==> src/led_pkg.sv <==
// LED matrix shared definitions
package led_pkg;

	// panel geometry and pixel format
	localparam int SEGMENTS = 1;
	localparam int ROWS = 8;
	localparam int COLUMNS = 32;
	localparam int BITWIDTH = 8;
	localparam int CHANNELS = 3;
	localparam int PIXEL_W = SEGMENTS * CHANNELS * BITWIDTH;
	localparam int ROW_W = $clog2(ROWS);
	localparam int COL_W = $clog2(COLUMNS);
	// counts the colour bytes within one pixel word
	localparam int CH_W = $clog2(SEGMENTS * CHANNELS);

	// byte stream commands
	localparam logic [3:0] CMD_LOAD_NIBBLE = 4'hf;
	localparam logic [7:0] CMD_FLIP = 8'h10;

	// AXI4-Lite register map
	localparam int AXIL_AW = 4;
	localparam int AXIL_DW = 32;
	localparam logic [AXIL_AW-1:0] REG_CTRL = 4'h0;
	localparam logic [AXIL_AW-1:0] REG_STATUS = 4'h4;

	// pixel write request into the back buffer
	typedef struct packed {
		logic en;
		logic [ROW_W-1:0] row;
		logic [COL_W-1:0] col;
		logic [PIXEL_W-1:0] data;
	} pix_wr_t;

	// scanned pixel with its position
	typedef struct packed {
		logic valid;
		logic frame_end;
		logic [ROW_W-1:0] row;
		logic [COL_W-1:0] col;
		logic [PIXEL_W-1:0] data;
	} pix_out_t;

	// master to slave AXI4-Lite channels
	typedef struct packed {
		logic awvalid;
		logic [AXIL_AW-1:0] awaddr;
		logic wvalid;
		logic [AXIL_DW-1:0] wdata;
		logic bready;
		logic arvalid;
		logic [AXIL_AW-1:0] araddr;
		logic rready;
	} axil_req_t;

	// slave to master AXI4-Lite channels
	typedef struct packed {
		logic awready;
		logic wready;
		logic bvalid;
		logic [1:0] bresp;
		logic arready;
		logic rvalid;
		logic [AXIL_DW-1:0] rdata;
		logic [1:0] rresp;
	} axil_rsp_t;

endpackage

==> src/scan_out.sv <==
// Front buffer scanner
`timescale 1ns/10ps

module scan_out import led_pkg::*; (
	input logic clk,
	input logic rst,
	input logic enable,
	output logic [ROW_W-1:0] rd_row,
	output logic [COL_W-1:0] rd_col,
	input logic [PIXEL_W-1:0] rd_data,
	output pix_out_t pix
);

	// read address counters
	logic [ROW_W-1:0] row;
	logic [COL_W-1:0] col;
	// address that went out with the pending read
	logic [ROW_W-1:0] row_q;
	logic [COL_W-1:0] col_q;
	logic valid_q;
	logic frame_end_q;

	assign rd_row = row;
	assign rd_col = col;

	// row-major walk over the panel
	always_ff @(posedge clk) begin
		if (rst || !enable) begin
			row <= '0;
			col <= '0;
		end else if (col == COL_W'(COLUMNS - 1)) begin
			col <= '0;
			row <= (row == ROW_W'(ROWS - 1)) ? '0 : row + 1'b1;
		end else begin
			col <= col + 1'b1;
		end
	end

	// control side of the one-stage pipeline
	always_ff @(posedge clk) begin
		if (rst) begin
			valid_q <= 1'b0;
			frame_end_q <= 1'b0;
		end else begin
			valid_q <= enable;
			frame_end_q <= enable && row == ROW_W'(ROWS - 1) && col == COL_W'(COLUMNS - 1);
		end
	end

	always_ff @(posedge clk) begin
		row_q <= row;
		col_q <= col;
	end

	// memory data lands together with its address
	assign pix = '{valid: valid_q, frame_end: frame_end_q, row: row_q, col: col_q,
		data: rd_data};

endmodule

==> config.mk <==
export PLATFORM = sky130hd
export DESIGN_NAME = scan_out
export DESIGN_NICKNAME = d
export VERILOG_FILES = /design/src/led_pkg.sv /design/src/scan_out.sv
export SDC_FILE = /design/constraint.sdc
export NUM_CORES = 1
export LEC_CHECK = 0
export ABC_AREA = 1
export BUFFER_PORTS_ARGS = -buffer_cell sky130_fd_sc_hd__buf_2
export CORE_MARGIN = 4
export CORE_UTILIZATION = 33
export CTS_BUF_LIST = sky130_fd_sc_hd__clkbuf_16
export CTS_CLUSTER_DIAMETER = 80
export DETAILED_ROUTE_END_ITERATION = 10
export PLACE_DENSITY = 0.74
export SYNTH_ARGS = -nofsm -noshare
export SYNTH_HDL_FRONTEND = slang
export SYNTH_SLANG_ARGS = --single-unit
==> constraint.sdc <==
create_clock -name clk -period 1.3 [get_ports clk]
set_input_delay 0.195 -clock clk [delete_from_list [all_inputs] [get_ports clk]]
set_output_delay 0.195 -clock clk [all_outputs]
set_load 0.01 [all_outputs]
# Word-level counts from Yosys, hierarchy flattened
# Index checks and enable logic that the tools add are counted.
# W data, S select, Z words.
# word_totals
in_bits	27
out_inout_bits	42
wordCells	16
regBits	18
# classes
reduce_logical	5
n_mux	1
eq_ne	2
addsub	2
# op_table
operator	count
$add A5 B1 Y5 const B	1
$eq A5 B5 Y1 const B	1
$add A3 B1 Y3 const B	1
$eq A3 B3 Y1 const B	1
$mux W3	1
$logic_and A1 B1 Y1	2
$reduce_or A2 Y1	1
$logic_not A1 Y1	1
$logic_or A1 B1 Y1	1

# Depth between registers and ports, before layout
# depth
depth_word	3
mapped_depth	7
mapped_depth_nobuf	7

# Worst setup path after synthesis
# Ideal clock, no wire load.
# synth_timing
kind	flip-flop to flip-flop
from	register col[0] (netlist: rd_col[0])
to	register row[2] (netlist: rd_row[2])
path_buffers	0
period_less_slack_ns	1.305
arrival_time_ns	1.191
setup_time_ns	0.114
setup_slack_ns	-0.005
stages_incl_launch_ff	8
t_required_ns	1.186
cell_sequence	dfxtp_1 -> ha_1 -> nand2_1 -> nor2_1 -> ha_1 -> inv_1 -> nand2_1 -> a21oi_2
# synth_between
elab_chain_cells	1
# synth_rtl
element	line_no	source
from (decl)	scan_out.sv:16	logic [COL_W-1:0] col;
from (signal assigned)	scan_out.sv:35	col <= col + 1'b1;
$eq A5 B5 Y1	scan_out.sv:31	end else if (col == COL_W'(COLUMNS - 1)) begin
to (signal assigned)	scan_out.sv:33	row <= (row == ROW_W'(ROWS - 1)) ? '0 : row + 1'b1;
to (decl)	scan_out.sv:15	logic [ROW_W-1:0] row;
# Every way passes these cells.
# A chain may end at the register's enable or synchronous reset.

# Worst setup path in the final report
# layout_timing
from	register col[0] (netlist: rd_col[0])
to	register col[2] (netlist: rd_col[2])
# layout_between
elab_chain_cells	2
word_cells_on_any_way	3
cone_classes	add/sub: 1; eq/ne: 1; reduce/logical: 1
# layout_rtl
element
parallel branches: the longest is 2 deep, another holds $add A5 B1 Y5
# Several ways; the timed one is not identified.

==> flow_summary_export.csv <==
group,metric,value,unit
outcome,run_status,"complete, no violations",
sta,min_period,1.21,ns
sta,timing.final.crit_share,92.7,%
floorplan,start_util,35.1,%
power_and_ir_drop,p_sw,0.211,mW
finish,antenna_cells,0,
clock_tree,clockBufferDepth,2,
placed_design,hpwlAfterDp,997,um
synthesis,syn_avg_cell_area,9.53,um2
sta,finalSetupTns,0,ns
critical_path,path_buf_inv,1,
grt,use_met3,3.17,%
clock_tree,clk_pin_slew,0.05,ns
critical_path,path_max_fanout,5,
critical_path,path_depth,7,
grt,grt_pass1_wl,2.08,mm
power_and_ir_drop,clkPwrFrac,49.5,%
synthesis,synth_area_leaders,"dfxtp_1 (46%), buf_4 (25%), ha_1 (7.9%)",
floorplan,rows,17,
floorplan,die_w,57.0,um
sta,hold_viol_final,0,
grt,grt-busiest-layer,"met2",
finish,drive_above_1_share,47.0,%
critical_path,arrival,1.38,ns
floorplan,die_height,57.0,um
finish,nNetsFinal,117,
critical_path,crit_required,1.47,ns
route,viasPerCell,4.30,
floorplan,core,0.00225,mm2
route,ant_nets,0,
finish,mostFrequentLayoutCells,"buf_2 (20), dfxtp_1 (17), nand2_1 (8)",
sta,timing.final.max_slew_violations,0,
placed_design,dpl.cell_count,108,
finish,fillers,233,
worst_hold_path,hp-class,"in2reg",
sta,timing.fmax,829,MHz
clock_tree,cts_buffers,3,
synthesis,synthCells,83,
critical_path,crit_family,"adder cells",
synthesis,post-synth-top-area-fraction,45.6,%
sta,fin_ws,0.0943,ns
critical_path,setup.worst_path.start_class,"register",
placed_design,place_area,754,um2
finish,layout_commonest_cell,"buf_2",
floorplan,io_pins,69,
critical_path,crit_type,"reg2reg",
grt,grt_max_degree,10,
sta,hold_ws,0.156,ns
placed_design,pre_cts_ws,0.0175,ns
floorplan,die_area,0.00324,mm2
power_and_ir_drop,p_seq_share,47.3,%
critical_path,reg2regPathDepth,7,
route,routedWlPerCell,11.7,um
critical_path,worst-r2r-setup-slack,0.09,ns
route,drt-total-wl,1.30,mm
sta,rsz0062_at_grt,"false",
grt,antenna_found_initial,0,
grt,grt_overflow,0,
clock_tree,insertion_delay,0.24,ns
route,dr.pass1.iters,5,
power_and_ir_drop,intPower,0.980,mW
synthesis,synth_cell_types,15,
synthesis,synth_area,791,um2
power_and_ir_drop,p_leak,0.411,nW
power_and_ir_drop,peakVddDrop,587,uV
grt,first_global_vias,477,
worst_hold_path,hold_depth,2,
worst_hold_path,worstHoldStart,"rst",
placed_design,portBuffers,20,
grt,use_met2,14.2,%
critical_path,r2r_end,"rd_col[2]$_SDFF_PP0_",
synthesis,yosys.area.top_type,"dfxtp_1",
clock_tree,post_cts_buffers,0,
worst_hold_path,min_to,"valid_q$_SDFF_PP0_",
clock_tree,cts.sinks,18,
critical_path,end_kind,"register",
critical_path,worst_path_largest_cell_delay,0.31,ns
grt,groute.usage.overall,8.36,%
finish,stdcell_area,852,um2
run,max-cap-violations,0,
route,drcViolationCount,0,
critical_path,timing.critical_path.mode_cell,"ha_1",
sta,skew,0.000838,ns
clock_tree,htree_levels,1,
grt,met1_usage,7.08,%
clock_tree,root_buffer,"clkbuf_16",
route,vias,477,
critical_path,crit_path_cell_trace,"ha_1, nand2_2, nor2_4, ha_1, inv_2, nand2_4, nor3_2",
clock_tree,cts_tree,"built",
synthesis,ys_ff_latch,18,
sta,worst_pin_slew,0.216,ns
placed_design,gp_congestion,0.763,
finish,area_delta_synth_final,7.75,%
synthesis,yosys_warnings,0,
power_and_ir_drop,power_density,1400,mW/mm2
synthesis,synth_fp_nets,115,
synthesis,ys_seq_area_share,45.6,%
sta,slew_headroom,85.6,%
critical_path,crit_path_top_delay_cell,"dfxtp_2",
critical_path,r2r-start,"rd_col[0]$_SDFF_PP0_",
route,drt_iter0_drc,5,
power_and_ir_drop,p_sw_share,17.7,%
finish,final_cells,111,
sta,setup_viol,0,
power_and_ir_drop,combPwrFrac,3.2,%
-- layer usage --
layer	wire length, um	vias up
met5	0	-
met4	76	0
met3	151	11
met2	637	29
met1	433	209
li1	-	228
-- state kept, by name (all words and copies together), names as in the netlist --
signal       count
valid_q          1
rd_col           5
frame_end_q      1
col_q            5
row_q            3
rd_row           3
-- repair_timing --
action / CTS / global route
hold endpoints to repair: 0 / 0
setup endpoints to repair: 0 / 9
hold buffers: 0 / 0
gates resized for setup: 0 / 6
-- Yosys cell counts --
library cell,n
inv_2,1
dfxtp_1,18
nand3_1,1
nor2_2,1
a21oi_2,2
nor3_2,2
a21oi_1,1
nand2_1,9
buf_4,26
inv_1,8
nor2_4,1
ha_1,5
nand4_1,1
nor2_1,6
nand2_4,1
-- per-stage QoR --
step	utilization (%)	total power [mW]
3_3_place_gp	33.5	0.611
4_1_cts	36.8	1.21
3_5_place_dp	33.5	0.613
5_1_grt	37.8	1.23
2_1_floorplan	-	0.673
6_report	37.8	1.19
-- logic make-up after synthesis --
kind of cell | after synthesis | share of synthesized area [%]
DFF | 18 | 45.6
buffers and inverters | 35 | 29.0
AOI/OAI and AO/OA | 3 | 2.85
and+or+nand+nor | 22 | 14.7
adders and majority gates | 5 | 7.91
-- power by group through the flow --
| stage | sequential [mW] | combinational, mW | clock, mW |
|---|---|---|---|
| 2_1_floorplan | 0.579 | 0.0935 | 0 |
| 3_3_place_gp | 0.574 | 0.0376 | 0 |
| 3_5_place_dp | 0.574 | 0.0391 | 0 |
| 4_1_cts | 0.563 | 0.0393 | 0.604 |
| 5_1_grt | 0.563 | 0.0420 | 0.629 |
| 6_report | 0.563 | 0.0386 | 0.589 |
-- cell type report --
type	instances	area, um2	share of cell area (%)
Clock buffer	3	75.1	8.81
Timing Repair Buffer	23	123	14.4
Tap cell	28	35.0	4.11
Inverter	9	33.8	3.96
Sequential cell	18	362	42.4
Multi-Input combinational cell	30	224	26.3
-- how the worst max path moves through the flow --
stage / startpoint / endpoint / slack (ns)
after floorplan: rd_col[1]$_SDFF_PP0_ / rd_row[2]$_SDFFE_PP0N_ / 0.02
after global placement: rd_col[1]$_SDFF_PP0_ / rd_row[1]$_SDFFE_PP0N_ / 0.12
after detailed placement: rd_col[1]$_SDFF_PP0_ / rd_row[1]$_SDFFE_PP0N_ / 0.02
after CTS: rd_col[1]$_SDFF_PP0_ / rd_row[1]$_SDFFE_PP0N_ / 0.008
after global routing: rd_col[0]$_SDFF_PP0_ / rd_col[4]$_SDFF_PP0_ / 0.02
final: rd_col[0]$_SDFF_PP0_ / rd_col[2]$_SDFF_PP0_ / 0.09
Power figures use the tool's default switching activity.
