<file path="src/led_pkg.sv">
// LED matrix shared definitions
package led_pkg;

	// panel geometry and pixel format
	localparam int SEGMENTS = 1;
	localparam int ROWS = 8;
	localparam int COLUMNS = 32;
	localparam int BITWIDTH = 8;
	localparam int CHANNELS = 3;
	localparam int PIXEL_W = SEGMENTS * CHANNELS * BITWIDTH;
	localparam int ROW_W = $clog2(ROWS);
	localparam int COL_W = $clog2(COLUMNS);
	// counts the colour bytes within one pixel word
	localparam int CH_W = $clog2(SEGMENTS * CHANNELS);

	// byte stream commands
	localparam logic [3:0] CMD_LOAD_NIBBLE = 4'hf;
	localparam logic [7:0] CMD_FLIP = 8'h10;

	// AXI4-Lite register map
	localparam int AXIL_AW = 4;
	localparam int AXIL_DW = 32;
	localparam logic [AXIL_AW-1:0] REG_CTRL = 4'h0;
	localparam logic [AXIL_AW-1:0] REG_STATUS = 4'h4;

	// pixel write request into the back buffer
	typedef struct packed {
		logic en;
		logic [ROW_W-1:0] row;
		logic [COL_W-1:0] col;
		logic [PIXEL_W-1:0] data;
	} pix_wr_t;

	// scanned pixel with its position
	typedef struct packed {
		logic valid;
		logic frame_end;
		logic [ROW_W-1:0] row;
		logic [COL_W-1:0] col;
		logic [PIXEL_W-1:0] data;
	} pix_out_t;

	// master to slave AXI4-Lite channels
	typedef struct packed {
		logic awvalid;
		logic [AXIL_AW-1:0] awaddr;
		logic wvalid;
		logic [AXIL_DW-1:0] wdata;
		logic bready;
		logic arvalid;
		logic [AXIL_AW-1:0] araddr;
		logic rready;
	} axil_req_t;

	// slave to master AXI4-Lite channels
	typedef struct packed {
		logic awready;
		logic wready;
		logic bvalid;
		logic [1:0] bresp;
		logic arready;
		logic rvalid;
		logic [AXIL_DW-1:0] rdata;
		logic [1:0] rresp;
	} axil_rsp_t;

endpackage

</file>
<file path="src/ctrl_regs.sv">
// AXI4-Lite control registers
`timescale 1ns/10ps

module ctrl_regs import led_pkg::*; (
	input logic clk,
	input logic rst,
	input axil_req_t axil_req,
	output axil_rsp_t axil_rsp,
	output logic enable,
	input logic front,
	input logic pending,
	input logic [7:0] flip_count
);

	logic awready;
	logic bvalid;
	logic arready;
	logic rvalid;
	logic [AXIL_DW-1:0] rdata;
	logic [AXIL_DW-1:0] status;

	// front in bit 0, pending in bit 1, counter in the second byte
	assign status = {16'd0, flip_count, 6'd0, pending, front};

	// write channel
	always_ff @(posedge clk) begin
		if (rst) begin
			awready <= 1'b0;
			bvalid <= 1'b0;
			enable <= 1'b0;
		end else begin
			// address and data accepted together, one at a time
			awready <= axil_req.awvalid && axil_req.wvalid && !bvalid && !awready;
			if (awready) begin
				bvalid <= 1'b1;
				// status is read only
				if (axil_req.awaddr == REG_CTRL) begin
					enable <= axil_req.wdata[0];
				end
			end else if (bvalid && axil_req.bready) begin
				bvalid <= 1'b0;
			end
		end
	end

	// read channel
	always_ff @(posedge clk) begin
		if (rst) begin
			arready <= 1'b0;
			rvalid <= 1'b0;
		end else begin
			arready <= axil_req.arvalid && !rvalid && !arready;
			if (arready) begin
				rvalid <= 1'b1;
			end else if (rvalid && axil_req.rready) begin
				rvalid <= 1'b0;
			end
		end
	end

	// read data is captured with the address
	always_ff @(posedge clk) begin
		if (arready) begin
			case (axil_req.araddr)
				REG_CTRL: rdata <= {31'd0, enable};
				REG_STATUS: rdata <= status;
				default: rdata <= '0;
			endcase
		end
	end

	// responses are always OKAY
	assign axil_rsp = '{
		awready: awready,
		wready: awready,
		bvalid: bvalid,
		bresp: 2'b00,
		arready: arready,
		rvalid: rvalid,
		rdata: rdata,
		rresp: 2'b00
	};

endmodule

</file>
<file path="config.mk">
export PLATFORM = sky130hd
export DESIGN_NAME = ctrl_regs
export DESIGN_NICKNAME = d
export VERILOG_FILES = /design/src/led_pkg.sv /design/src/ctrl_regs.sv
export SDC_FILE = /design/constraint.sdc
export NUM_CORES = 1
export LEC_CHECK = 0
export ABC_AREA = 0
export BUFFER_PORTS_ARGS = -buffer_cell sky130_fd_sc_hd__buf_2
export CORE_UTILIZATION = 29
export CTS_CLUSTER_SIZE = 20
export DETAILED_ROUTE_END_ITERATION = 12
export PLACE_DENSITY_LB_ADDON = 0.1
export SLEW_MARGIN = 30
export SYNTH_ARGS = -nofsm -noshare
export SYNTH_HDL_FRONTEND = slang
export SYNTH_SLANG_ARGS = --single-unit
</file>
<file path="constraint.sdc">
create_clock -name clk -period 0.95 [get_ports clk]
set_clock_uncertainty 0.15 [all_clocks]
set_input_delay 0.0475 -clock clk [delete_from_list [all_inputs] [get_ports clk]]
set_output_delay 0.0475 -clock clk [all_outputs]
set_load 0.05 [all_outputs]
</file>
After elaboration in Yosys (flattened, before gate mapping)
Index checks and enable logic that the tools add are counted.
{"block": "totals", "word_cells": 28, "in_bits": 57, "ff_bits": 37}
{"block": "classes", "eq_ne": 1, "muxes": 5, "n_reduce_logical": 16}
{"op": "$pmux 16 s2", "count": 1}
{"op": "$logic_not 4->1", "count": 2}
{"op": "$logic_and 1x1->1", "count": 7}
{"op": "$eq 4x3->1 const B", "count": 1}
{"op": "$logic_not 1->1", "count": 4}
{"op": "$mux 1", "count": 4}
{"op": "$reduce_bool 2->1", "count": 2}
{"op": "$reduce_and 2->1", "count": 1}

Depth between registers and ports, before layout
{"block": "depth", "ltp_word": 3, "depth_mapped": 3, "depth_no_buf": 3}

Worst setup path after synthesis
Ideal clock, no wire load.
{"block": "synth_timing", "path_type": "register to register", "start": "register enable", "end": "register rdata[0], data pin", "setup_slack_ns": -0.269, "stages_incl_launch_ff": 3, "period_less_slack_ns": 1.219, "t_arrival_ns": 0.893, "n_path_buf": 0, "path_cell_list": "dfxtp_1 > mux2i_1 > nor4_1"}
{"block": "synth_via", "elab_chain_len": 1}
{"element": "start: declaration", "line": "ctrl_regs.sv:9", "text": "output logic enable,"}
{"element": "start signal: assignment", "line": "ctrl_regs.sv:38", "text": "enable <= axil_req.wdata[0];"}
{"element": "$pmux 16 s2", "line": "ctrl_regs.sv:64", "text": "case (axil_req.araddr)"}
{"element": "end signal: assignment", "line": "ctrl_regs.sv:65", "text": "REG_CTRL: rdata <= {31'd0, enable};"}
{"element": "end signal: assignment", "line": "ctrl_regs.sv:66", "text": "REG_STATUS: rdata <= status;"}
{"element": "end: declaration", "line": "ctrl_regs.sv:19", "text": "logic [AXIL_DW-1:0] rdata;"}
Every way passes these cells.
A chain may end at the register's enable or synchronous reset.

Worst setup path after layout
{"block": "layout_timing", "start": "register rdata[9]", "end": "output port axil_rsp[11] (netlist bit)"}
{"element": "end: declaration", "line": "ctrl_regs.sv:8", "text": "output axil_rsp_t axil_rsp,"}
No word-level cell between the ends.

==> results_tabular.tex <==
\begin{tabular}{lr}
\hline
Metric & Value \\
\hline
\multicolumn{2}{l}{\textbf{Yosys}} \\
Post-synth EDFFs & 10 \\
Cell taking the most area after synthesis & edfxtp\_1 \\
Number of distinct library cells after synthesis & 17 \\
Sequential area share after synthesis & approximately half \\
Post-synthesis share of cell area spent on full adders, half adders and majority gates & 0\% \\
Synth top area share & 36.92\% \\
Gate count after technology mapping & 72 \\
Post-synth top cells & buf\_4, edfxtp\_1, and2\_1 \\
Xor/xnor cell area share of the yosys netlist & 0\% \\
Top post-synthesis cells by area & edfxtp\_1, buf\_4, dfxtp\_1 \\
YS warnings & 0 \\
Simple-gate portion of the synthesized area & around 16\% \\
Leading cell type by number of instances after synthesis & buf\_4 \\
Dominant register cell in the synthesized netlist & edfxtp\_1 \\
Share of synthesized registers carrying an async set or reset & 0\% \\
Compound-Gate Fraction of Synth Area & 3.385\% \\
Netlist Area Pre-Place & between 800 and 900 sq um \\
Average instance area after synthesis & about 11 sq um \\
Share of synthesized area spent on multiplexers & 1.231\% \\
Main combinational cell family by area after synthesis & buffers and inverters \\
Synthesized flop and latch total & 15 \\
\multicolumn{2}{l}{\textbf{STA}} \\
Timing-limited maximum frequency & $\sim$0.96 GHz \\
RSZ-0062 raised after global routing & yes \\
Hold Worst Slack & -48.81 ps \\
Post-route minimum period & 1039 ps \\
Final-report hold violation count & 1 \\
Final TNS setup & -1064 ps \\
Max Transition Viols Final & 0 \\
Count of final setup violators & 17 \\
Final setup slack of the worst path & -88.85 ps \\
Period utilisation layout & 109.4\% \\
\multicolumn{2}{l}{\textbf{Floorplan}} \\
I/O pin total & 99 \\
Core region area & 2567 sq um \\
Y dimension of the die & around 55 um \\
Initial core utilization & 31.68\% \\
Die Area & 3020 sq um \\
Count of standard-cell rows & 18 \\
DIE WIDTH & 54.96 um \\
\multicolumn{2}{l}{\textbf{Route}} \\
Number of design-rule violations left by the first detailed-router iteration & 7 \\
Ratio of routed vias to standard cells & roughly 3.8 \\
Remaining number of nets flagged by the antenna check after routing & 0 \\
Vias & 617 \\
Total length of routed wires & 1.567 mm \\
Routed len/inst & 9.733 um \\
Number of DRC violations after detailed routing & 0 \\
Number of iterations in the first detailed-routing pass & 3 \\
\multicolumn{2}{l}{\textbf{GRT}} \\
Number of global-route vias before repair & 499 \\
Total global routing overflow & 0 \\
Maximum number of pins on one net before global-route repair & 10 \\
Global-route wire length before repair & around 2.1 mm \\
Initial antenna violation count & 0 \\
Total routing usage reported by global routing & 10.27\% \\
\multicolumn{2}{l}{\textbf{Worst setup path}} \\
Cell family contributing the most delay on the critical path & flip-flops \\
Combined buffer and inverter count along the critical path & 1 \\
CP max stage delay & 400 ps \\
Critical Path Sink Type & output port \\
Start point of the critical path & rdata[9] \\
Ordered list of cells on the worst path & buf\_6 \\
Largest driver fanout on the critical path & 1 \\
Endpoint required time on the critical path & about 750 ps \\
Arr. time, crit path & 840 ps \\
Category of the critical setup timing path & reg -> out \\
CP startpoint kind & flip-flop \\
Worst reg2reg path startpoint & arready \\
Slowest cell on crit path & edfxtp\_1 \\
\multicolumn{2}{l}{\textbf{Cells and area}} \\
Final layout net count & 189 \\
Number of antenna repair diodes & 0 \\
Fill count & 241 \\
Layout cell share with drive strength beyond 1 & between 40 and 50\% \\
Layout-stage area growth over the synthesis result & 62.00\% \\
Core Util, Final & between 50\% and 60\% \\
\multicolumn{2}{l}{\textbf{Power}} \\
Peak ir drop on the vdd network & 0.8312 mV \\
Pleak & about 0.63 nW \\
Power per cell area & roughly 1300 nW/um\^{}2 \\
\multicolumn{2}{l}{\textbf{Clocking}} \\
Clock tree from TritonCTS & built \\
Clock insertion delay at the later pin of the skew report & 270 ps \\
Maximum level of the CTS H-tree & 1 \\
Total CTS buffers & 3 \\
Hold buffers post-CTS & 15 \\
Number of clock sinks & 15 \\
Clk root buf & clkbuf\_4 \\
Clock transition at the register clock pins on the worst setup and hold paths after CTS & 90 ps \\
Clock Tree Buf Depth & 2 \\
\multicolumn{2}{l}{\textbf{Outcome}} \\
Result of the run & complete, but fails checks \\
Failing checks & negative hold slack, negative setup slack \\
\multicolumn{2}{l}{\textbf{Hold path}} \\
Min-Delay Startpoint & axil\_req[4] \\
Class of the tightest hold or removal check & in -> reg \\
\multicolumn{2}{l}{\textbf{Place}} \\
Final GP Congestion & 0.6554 \\
Number of input and output port buffers inserted & 41 \\
Detail Placement HPWL & just over 1 mm \\
\multicolumn{2}{l}{\textbf{Job}} \\
Number of max-cap violations & 0 \\
\hline
\end{tabular}
==> sequential cells by signal (all words and copies together) (netlist names) <==
signal,flops
bvalid,1
rvalid,1
awready,1
enable,1
arready,1
rdata,10
==> cell usage in the layout (no fill, tap or decap) <==
| cell type | count |
|---|---|
| buf_8 | 6 |
| nor4b_4 | 2 |
| nand2_2 | 1 |
| dlygate4sd3_1 | 13 |
| inv_1 | 2 |
| clkbuf_1 | 1 |
| nor4_2 | 2 |
| edfxtp_1 | 10 |
| buf_4 | 3 |
| clkbuf_4 | 3 |
| dfxtp_4 | 5 |
| and3_4 | 1 |
| buf_6 | 12 |
| o21ba_1 | 1 |
| dlymetal6s4s_1 | 2 |
| conb_1 | 26 |
| a21oi_2 | 1 |
| buf_2 | 25 |
| nor2_1 | 2 |
| a21oi_1 | 1 |
| mux2i_1 | 1 |
| a21boi_0 | 1 |
| nor4_1 | 1 |
| and2_1 | 9 |
==> where the power goes <==
part | switching [mW] | leakage, nW | internal (mW)
registers | 0.0225 | 0.135 | 0.717
logic | 0.398 | 0.484 | 0.178
clock network | 0.192 | 0.0150 | 0.163
total | 0.612 | 0.634 | 1.06
==> kinds of logic (layout without fill, tap and decap cells) <==
family                 count (synthesis)  in the layout
muxes                                  1              1
DFF                                   15             15
and+or+nand+nor                       18             18
AOI/OAI and AO/OA                      4              4
other                                  1             26
buffers and inverters                 33             67
==> layout make-up <==
type / instances / area, sq um / area share [%]
tap: 30 / 37.54 / 2.849
multi-input combinational: 49 / 299.0 / 22.70
clock buffer: 4 / 26.28 / 1.994
sequential: 15 / 419.2 / 31.81
timing repair buffer: 61 / 528.0 / 40.08
inverter: 2 / 7.507 / 0.5698
==> path summary, 6_finish.rpt <==
path / to / slack [ps] / depth (start not counted)
setup / recovery: axil_rsp[11] / -90 / 1
setup reg to reg: arready / -10 / 2
hold / removal: rdata[0] / -50 / 2
hold reg to reg: awready / 310 / 1
==> metal layers <==
metal	vias to the layer above	share of wire (%)	track usage [%]
li1	302	-	-
met2	42	55	19.48
met4	0	1.5	3.750
met5	-	0	0
met1	269	33	10.66
met3	4	10	2.732
==> per-stage QoR <==
step	cells	worst slack [ps]	total power [mW]	area (sq um)
6_report	161	-88.85	1.670	1318
3_3_place_gp	139	-63.36	1.204	937.1
5_1_grt	161	-128.1	1.737	1318
3_5_place_dp	139	-78.94	1.205	937.1
2_1_floorplan	97	-16.07	1.207	912.1
4_1_cts	161	-97.50	1.667	1289
==> repair_timing <==
item / CTS / global route
cloned: 0 / 0
gates resized for setup: 47 / 8
endpoints found under the hold margin: 15 / 2
setup endpoints to repair: 29 / 26
setup buffers: 3 / 0
pin swaps: 2 / 0
Power figures use the tool's default switching activity.
