**src/led_pkg.sv**
```systemverilog
// LED matrix shared definitions
package led_pkg;

	// panel geometry and pixel format
	localparam int SEGMENTS = 1;
	localparam int ROWS = 8;
	localparam int COLUMNS = 32;
	localparam int BITWIDTH = 8;
	localparam int CHANNELS = 3;
	localparam int PIXEL_W = SEGMENTS * CHANNELS * BITWIDTH;
	localparam int ROW_W = $clog2(ROWS);
	localparam int COL_W = $clog2(COLUMNS);
	// counts the colour bytes within one pixel word
	localparam int CH_W = $clog2(SEGMENTS * CHANNELS);

	// byte stream commands
	localparam logic [3:0] CMD_LOAD_NIBBLE = 4'hf;
	localparam logic [7:0] CMD_FLIP = 8'h10;

	// AXI4-Lite register map
	localparam int AXIL_AW = 4;
	localparam int AXIL_DW = 32;
	localparam logic [AXIL_AW-1:0] REG_CTRL = 4'h0;
	localparam logic [AXIL_AW-1:0] REG_STATUS = 4'h4;

	// pixel write request into the back buffer
	typedef struct packed {
		logic en;
		logic [ROW_W-1:0] row;
		logic [COL_W-1:0] col;
		logic [PIXEL_W-1:0] data;
	} pix_wr_t;

	// scanned pixel with its position
	typedef struct packed {
		logic valid;
		logic frame_end;
		logic [ROW_W-1:0] row;
		logic [COL_W-1:0] col;
		logic [PIXEL_W-1:0] data;
	} pix_out_t;

	// master to slave AXI4-Lite channels
	typedef struct packed {
		logic awvalid;
		logic [AXIL_AW-1:0] awaddr;
		logic wvalid;
		logic [AXIL_DW-1:0] wdata;
		logic bready;
		logic arvalid;
		logic [AXIL_AW-1:0] araddr;
		logic rready;
	} axil_req_t;

	// slave to master AXI4-Lite channels
	typedef struct packed {
		logic awready;
		logic wready;
		logic bvalid;
		logic [1:0] bresp;
		logic arready;
		logic rvalid;
		logic [AXIL_DW-1:0] rdata;
		logic [1:0] rresp;
	} axil_rsp_t;

endpackage

```
**src/data_loader.sv**
```systemverilog
// Command stream loader
`timescale 1ns/10ps

module data_loader import led_pkg::*; (
	input logic clk,
	input logic rst,
	input logic [7:0] idata,
	input logic ivalid,
	input logic ready,
	output pix_wr_t wr,
	output logic loaded
);

	typedef enum logic {
		ST_WAIT,
		ST_LOAD
	} state_t;

	state_t state;
	// byte position inside the current pixel
	logic [CH_W-1:0] channel;
	// column of the pixel being assembled
	logic [COL_W-1:0] column;
	// ready as seen when the row command arrived
	logic wr_allow;

	// write request registers
	logic wen;
	logic [ROW_W-1:0] wrow;
	logic [COL_W-1:0] wcol;
	logic [PIXEL_W-1:0] wdata;

	assign wr = '{en: wen, row: wrow, col: wcol, data: wdata};

	always_ff @(posedge clk) begin
		if (rst) begin
			state <= ST_WAIT;
			channel <= '0;
			column <= '0;
			wr_allow <= 1'b0;
			wen <= 1'b0;
			loaded <= 1'b0;
		end else begin
			// both strobes last a single cycle
			wen <= 1'b0;
			loaded <= 1'b0;
			case (state)
				ST_WAIT: begin
					if (ivalid) begin
						if (idata[7:4] == CMD_LOAD_NIBBLE) begin
							// row select in the low bits, payload bytes follow
							channel <= '0;
							column <= '0;
							wr_allow <= ready;
							state <= ST_LOAD;
						end else if (idata == CMD_FLIP && ready) begin
							// frame complete, request a flip
							loaded <= 1'b1;
						end
						// anything else is dropped
					end
				end
				ST_LOAD: begin
					if (ivalid) begin
						if (channel == CH_W'(SEGMENTS * CHANNELS - 1)) begin
							// last byte of this pixel
							wen <= wr_allow;
							channel <= '0;
							if (column == COL_W'(COLUMNS - 1)) begin
								column <= '0;
								state <= ST_WAIT;
							end else begin
								column <= column + 1'b1;
							end
						end else begin
							channel <= channel + 1'b1;
						end
					end
				end
				default: state <= ST_WAIT;
			endcase
		end
	end

	// payload path
	always_ff @(posedge clk) begin
		if (ivalid && state == ST_WAIT && idata[7:4] == CMD_LOAD_NIBBLE) begin
			wrow <= idata[ROW_W-1:0];
		end
		if (ivalid && state == ST_LOAD) begin
			// first byte ends up in the top bits
			wdata <= {wdata[PIXEL_W-BITWIDTH-1:0], idata};
			wcol <= column;
		end
	end

endmodule

```
**config.mk**
```make
export PLATFORM = sky130hd
export DESIGN_NAME = data_loader
export DESIGN_NICKNAME = d
export VERILOG_FILES = /design/src/led_pkg.sv /design/src/data_loader.sv
export SDC_FILE = /design/constraint.sdc
export NUM_CORES = 1
export LEC_CHECK = 0
export BUFFER_PORTS_ARGS = -buffer_cell sky130_fd_sc_hd__clkbuf_2
export CAP_MARGIN = 20
export CORE_ASPECT_RATIO = 0.75
export CORE_MARGIN = 1.5
export CORE_UTILIZATION = 30
export CTS_CLUSTER_DIAMETER = 100
export CTS_CLUSTER_SIZE = 10
export DETAILED_ROUTE_END_ITERATION = 10
export PLACE_DENSITY = 0.57
export SLEW_MARGIN = 20
export SYNTH_ARGS = -nofsm -noshare
export SYNTH_HDL_FRONTEND = slang
export SYNTH_SLANG_ARGS = --single-unit
```
**constraint.sdc**
```tcl
create_clock -name clk -period 2.65 [get_ports clk]
set_input_delay 0.795 -clock clk [delete_from_list [all_inputs] [get_ports clk]]
set_output_delay 0.795 -clock clk [all_outputs]
set_load 0.01 [all_outputs]
```
-- Word-level counts from Yosys, hierarchy flattened
Index checks and enable logic that the tools add are counted.
- bits of input ports: 12
- output and inout port bits: 34
- register bits after elaboration: 43
- bitwise operators: 3
- reductions and logical operators: 9
- multiplexer cells: 18
- $add $sub $neg: 2
- eq/ne operators: 8
- operators by type and width (kind ; number):
    $mux W5 ; 5
    $pmux W5 S2 ; 1
    $eq A8 B5 Y1 const B ; 1
    $mux W2 ; 4
    $reduce_or A4 Y1 ; 2
    $mux W1 ; 6
    $ne A2 B2 Y1 const B ; 3
    $reduce_and A3 Y1 ; 2
    $add A5 B1 Y5 const B ; 1
    $eq A5 B5 Y1 const B ; 1
    $eq A4 B4 Y1 const B ; 1
    $logic_and A1 B1 Y1 ; 4
    $pmux W2 S2 ; 1
    $reduce_and A4 Y1 ; 1
    $not A1 Y1 ; 3
    $add A2 B1 Y2 const B ; 1
    $eq A2 B2 Y1 const B ; 1
    $ne A2 B1 Y1 const B ; 1
    $pmux W1 S2 ; 1

-- Longest topological paths before layout
- word-level depth: 5
- depth in mapped cells: 6
- depth with buffers taken out: 6

-- Least setup slack after synthesis
Ideal clock, no wire load.
- path kind: input -> register
- start: input ivalid
- end: register channel[0]
- setup time: 0.091 ns
- slack: 0.452 ns
- stages: 4
- data arrival time: 2.107 ns
- data required time: 2.559 ns
- cells stage by stage: buf_4 and2_1 a21oi_1 a311oi_1
- longest elaborated chain between the ends: 2
- ends and longest elaborated chain (element ; RTL line ; text):
    start, declared ; data_loader.sv:8 ; input logic ivalid,
    $ne A2 B2 Y1 (no source line) ; -- ;
    $reduce_and A3 Y1 (no source line) * ; -- ;
    end signal, assigned ; data_loader.sv:76 ; channel <= channel + 1'b1;
    end, declared ; data_loader.sv:21 ; logic [CH_W-1:0] channel;
Every way passes the cells marked *; elsewhere a longest branch is shown, timed or not.
A chain may end at the register's enable or synchronous reset.

-- Worst setup path after layout
- start: register column[0]
- end: register column[3]
- longest elaborated chain between the ends: 5
- ends and longest elaborated chain (element ; RTL line ; text):
    start, declared ; data_loader.sv:23 ; logic [COL_W-1:0] column;
    start signal, assigned ; data_loader.sv:73 ; column <= column + 1'b1;
    $add A5 B1 Y5 or $eq A5 B5 Y1 (tied branches) ; data_loader.sv:73, data_loader.sv:69 ;
    $mux W5 * ; data_loader.sv:69 ; if (column == COL_W'(COLUMNS - 1)) begin
    $mux W5 * ; data_loader.sv:65 ; if (channel == CH_W'(SEGMENTS * CHANNELS - 1)) begin
    $mux W5 * ; data_loader.sv:64 ; if (ivalid) begin
    $pmux W5 S2 * ; data_loader.sv:47 ; case (state)
Every way passes the cells marked *; elsewhere a longest branch is shown, timed or not. The select of a mux whose other input is x is not followed.

==> results.rst <==
.. list-table::
   :header-rows: 1

   * - Metric
     - Value
   * - Outcome
     - finished clean
   * - Post-layout worst setup margin
     - between 0.6 and 0.7 ns
   * - Standard cell with the maximum stage delay on the critical path
     - or4_1
   * - Mean instance size in the synthesized netlist
     - between 15 and 20 sq um
   * - Worst path cell trace
     - ha_1 -> and3_1 -> ha_1 -> or2b_1 -> or4_1 -> a31oi_1
   * - Final cycle utilization of the critical path
     - 75.0%
   * - Total area of sequential cells
     - between 1000 and 1500 sq um
   * - Floorplan core area
     - roughly 4900 sq um
   * - Worst-margin pin slew
     - roughly 0.37 ns
   * - Data arrival time at the worst-slack endpoint
     - 2.21 ns
   * - Areal power density over the cells
     - a little over 600 nW/um^2
   * - Routing usage on met2
     - between 10% and 20%
   * - GRT met3 Usage
     - 5.15%
   * - Number of storage elements in the synthesis netlist
     - between 40 and 50
   * - Total buffers and inverters traversed by the critical path
     - 0
   * - Clock buffer count from CTS
     - 5
   * - P&R area growth vs syn
     - 24.2%
   * - RD Place Congestion
     - between 0.7 and 0.8
   * - Post-synth design cell area
     - 1550 sq um
   * - Die boundary width
     - about 86 microns
   * - Cts-stage hold buffer count
     - 0
   * - Launching instance or port of the critical path
     - column[0]
   * - Die area
     - around 5600 sq um
   * - Top-level I/O count
     - 46
   * - Via Count
     - a little over 1000
   * - Placed wire-length estimate
     - 2040 microns
   * - Cell repeated most along the worst path
     - ha_1
   * - Worst-case setup slack after placement
     - about 0.63 ns
   * - Rows
     - 22
   * - Number of antenna violations at the first check in global routing
     - 0
   * - Kind of cell with the highest combined delay on the critical path
     - simple AND/OR/NAND/NOR gates
   * - Gate count after technology mapping
     - just over 90
   * - Post-Syn Nets
     - between 100 and 150
   * - Clock tree root buffer cell
     - clkbuf_8
   * - Maximum number of pins on one net before global-route repair
     - 32
   * - Max Clock Freq
     - 503 MHz
   * - Clock tree from TritonCTS
     - yes
   * - Clock Pin Slew Worst Setup and Hold Paths
     - 0.08 ns
   * - Number of synthesized flops with an enable pin
     - 32
   * - Commonest non-fill, non-tap cell in the layout
     - clkbuf_2
   * - Total clock sinks
     - 43
   * - Crit end category
     - flip-flop
   * - Peak-usage layer in the global routing report
     - met2
   * - Fraction of layout instances using a drive strength above 1
     - around two fifths
   * - Post-detailed-route via-to-cell ratio
     - approximately 5.0
   * - Final-report hold violation count
     - 0
   * - # fillers
     - ~460
   * - Slowest Stage Delay on Critical Path
     - 0.48 ns
   * - Max Clock Skew
     - 0.00524 ns
   * - DR iter-0 viols
     - 34
   * - Final std cells w/o fill
     - slightly above 200
   * - Post-layout minimum cycle time
     - 1.99 ns
   * - Library cells used by synthesis
     - 29
   * - Post-Place Cells
     - between 150 and 200
   * - Total of warnings raised by yosys
     - 0
   * - Effective utilization at floorplan
     - about a third
   * - Setup CP Type
     - flip-flop to flip-flop
   * - Reported leakage power
     - around 0.74 nW
   * - MaxCap Viol Count
     - 0
   * - Worst Hold Launch
     - wdata[14]
   * - Total congestion overflow
     - 0
   * - Slew Viols, Final
     - 0
   * - Number of antenna cells inserted
     - 0
   * - Global routing met1 resource utilization
     - 12.2%
   * - Data required, critical path
     - 2.88 ns
   * - Pre-Repair DR Iteration Count
     - 4
   * - Worst-Skew Late Latency
     - 0.29 ns
   * - Total of buffers placed on input and output ports
     - 45
   * - Post-route antenna net violation count
     - 0
   * - Multi-input combinational cell area
     - approximately 340 sq um
   * - CTS Buffer Depth
     - 2
   * - Share of synthesized area occupied by flip-flops and latches
     - 76.2%
   * - Most frequent cells in the layout
     - clkbuf_2, edfxtp_1, dfxtp_1
   * - Post-route core utilization
     - about two fifths
   * - R2r setup slk
     - about 0.66 ns
   * - DRC violations left
     - 0
   * - Setup repair after global routing missed its margin
     - false
   * - Tightest slew margin relative to the limit
     - 75.4%
   * - Via count of the first global-routing pass
     - about 900
   * - Wirelength, routed
     - 2930 microns
   * - IR drop worst, VDD
     - ~0.19 mV
   * - Startpoint type of the worst setup path
     - flip-flop
   * - Wire length of the first global-routing pass
     - between 4000 and 5000 microns
   * - Setup violations, final
     - 0
   * - Setup Total Neg Slack
     - 0 ns
   * - Post-cts gate resize count
     - 0
   * - Worst hold-check path type
     - flip-flop to flip-flop
   * - Final layout net count
     - ~160
   * - Setup Fix Bufs, Post-CTS
     - 0
   * - GRT Util Overall
     - 11.2%
   * - Detailed-route wire length per cell
     - around 14 microns
   * - Share of synthesized registers carrying an async set or reset
     - 0%
   * - Highest fanout seen on the critical path
     - 5
   * - Critical register-to-register path startpoint
     - column[0]
   * - Vert. Die Dim
     - approximately 65 microns
   * - Total number of H-tree levels
     - 2
   * - Primary flip-flop cell chosen by synthesis mapping
     - edfxtp_1
-- Yosys cell counts, types with 2 or more instances --
| library cell | instances | area (sq um) |
|---|---|---|
| inv_1 | 2 | 7.51 |
| buf_4 | 3 | 22.5 |
| dfxtp_1 | 11 | 220 |
| nor2_1 | 2 | 7.51 |
| nand4b_1 | 2 | 17.5 |
| a311oi_1 | 2 | 17.5 |
| o211ai_1 | 5 | 37.5 |
| or4_1 | 3 | 22.5 |
| nand3_1 | 5 | 25.0 |
| edfxtp_1 | 32 | 961 |
| a21oi_1 | 6 | 30.0 |
| a31oi_1 | 2 | 12.5 |
| ha_1 | 2 | 25.0 |
-- logic make-up (layout without fill, tap and decap cells) --
logic type / after synthesis / after routing / share of synthesized area, %
AOI/OAI and AO/OA: 18 / 18 / 7.83
and+or+nand+nor: 24 / 24 / 12.2
adders and majority gates: 2 / 2 / 1.61
buffers and inverters: 6 / 56 / 2.18
DFF: 43 / 43 / 76.2
-- sequential cells by signal, indices dropped and copies added, names as in the netlist --
| name | cells |
|---|---|
| state | 1 |
| channel | 2 |
| wen | 1 |
| wcol | 5 |
| wdata | 24 |
| column | 5 |
| wrow | 3 |
| wr_allow | 1 |
| loaded | 1 |
-- layer usage --
layer / share of wire (%) / wire length (microns)
met5: 0 / 0
met4: 4.0 / 117
met3: 8.5 / 248
met2: 46 / 1360
met1: 41 / 1210
-- area by class of cell --
cell class | count | area share (%)
Clock buffer | 6 | 4.29
Clock inverter | 2 | 0.585
Inverter | 2 | 0.390
Multi-Input combinational cell | 44 | 17.4
Sequential cell | 43 | 61.3
Tap cell | 60 | 3.90
Timing Repair Buffer | 46 | 12.1
-- final timing paths --
| check | to | cells after the start |
|---|---|---|
| setup reg to reg | column[3] | 6 |
| hold / removal | wdata[22] | 0 |
| hold reg to reg | wdata[22] | 0 |
| setup / recovery | column[3] | 6 |
-- per-stage QoR --
stage	area [sq um]	total power, mW	hold WS [ns]
3_5_place_dp	1830	0.774	0.436
6_report	1930	1.18	0.453
5_1_grt	1930	1.23	0.464
4_1_cts	1930	1.20	0.454
2_1_floorplan	1550	0.756	0.437
3_3_place_gp	1830	0.773	0.432
-- power by group --
part	leakage [nW]	switching, mW	total (mW)	internal (mW)
combinational	0.313	0.0221	0.0347	0.0126
sequential	0.381	0.00250	0.724	0.721
clock	0.0449	0.217	0.425	0.208
total	0.739	0.241	1.18	0.942
No activity file was read; power rests on OpenSTA's default activity.
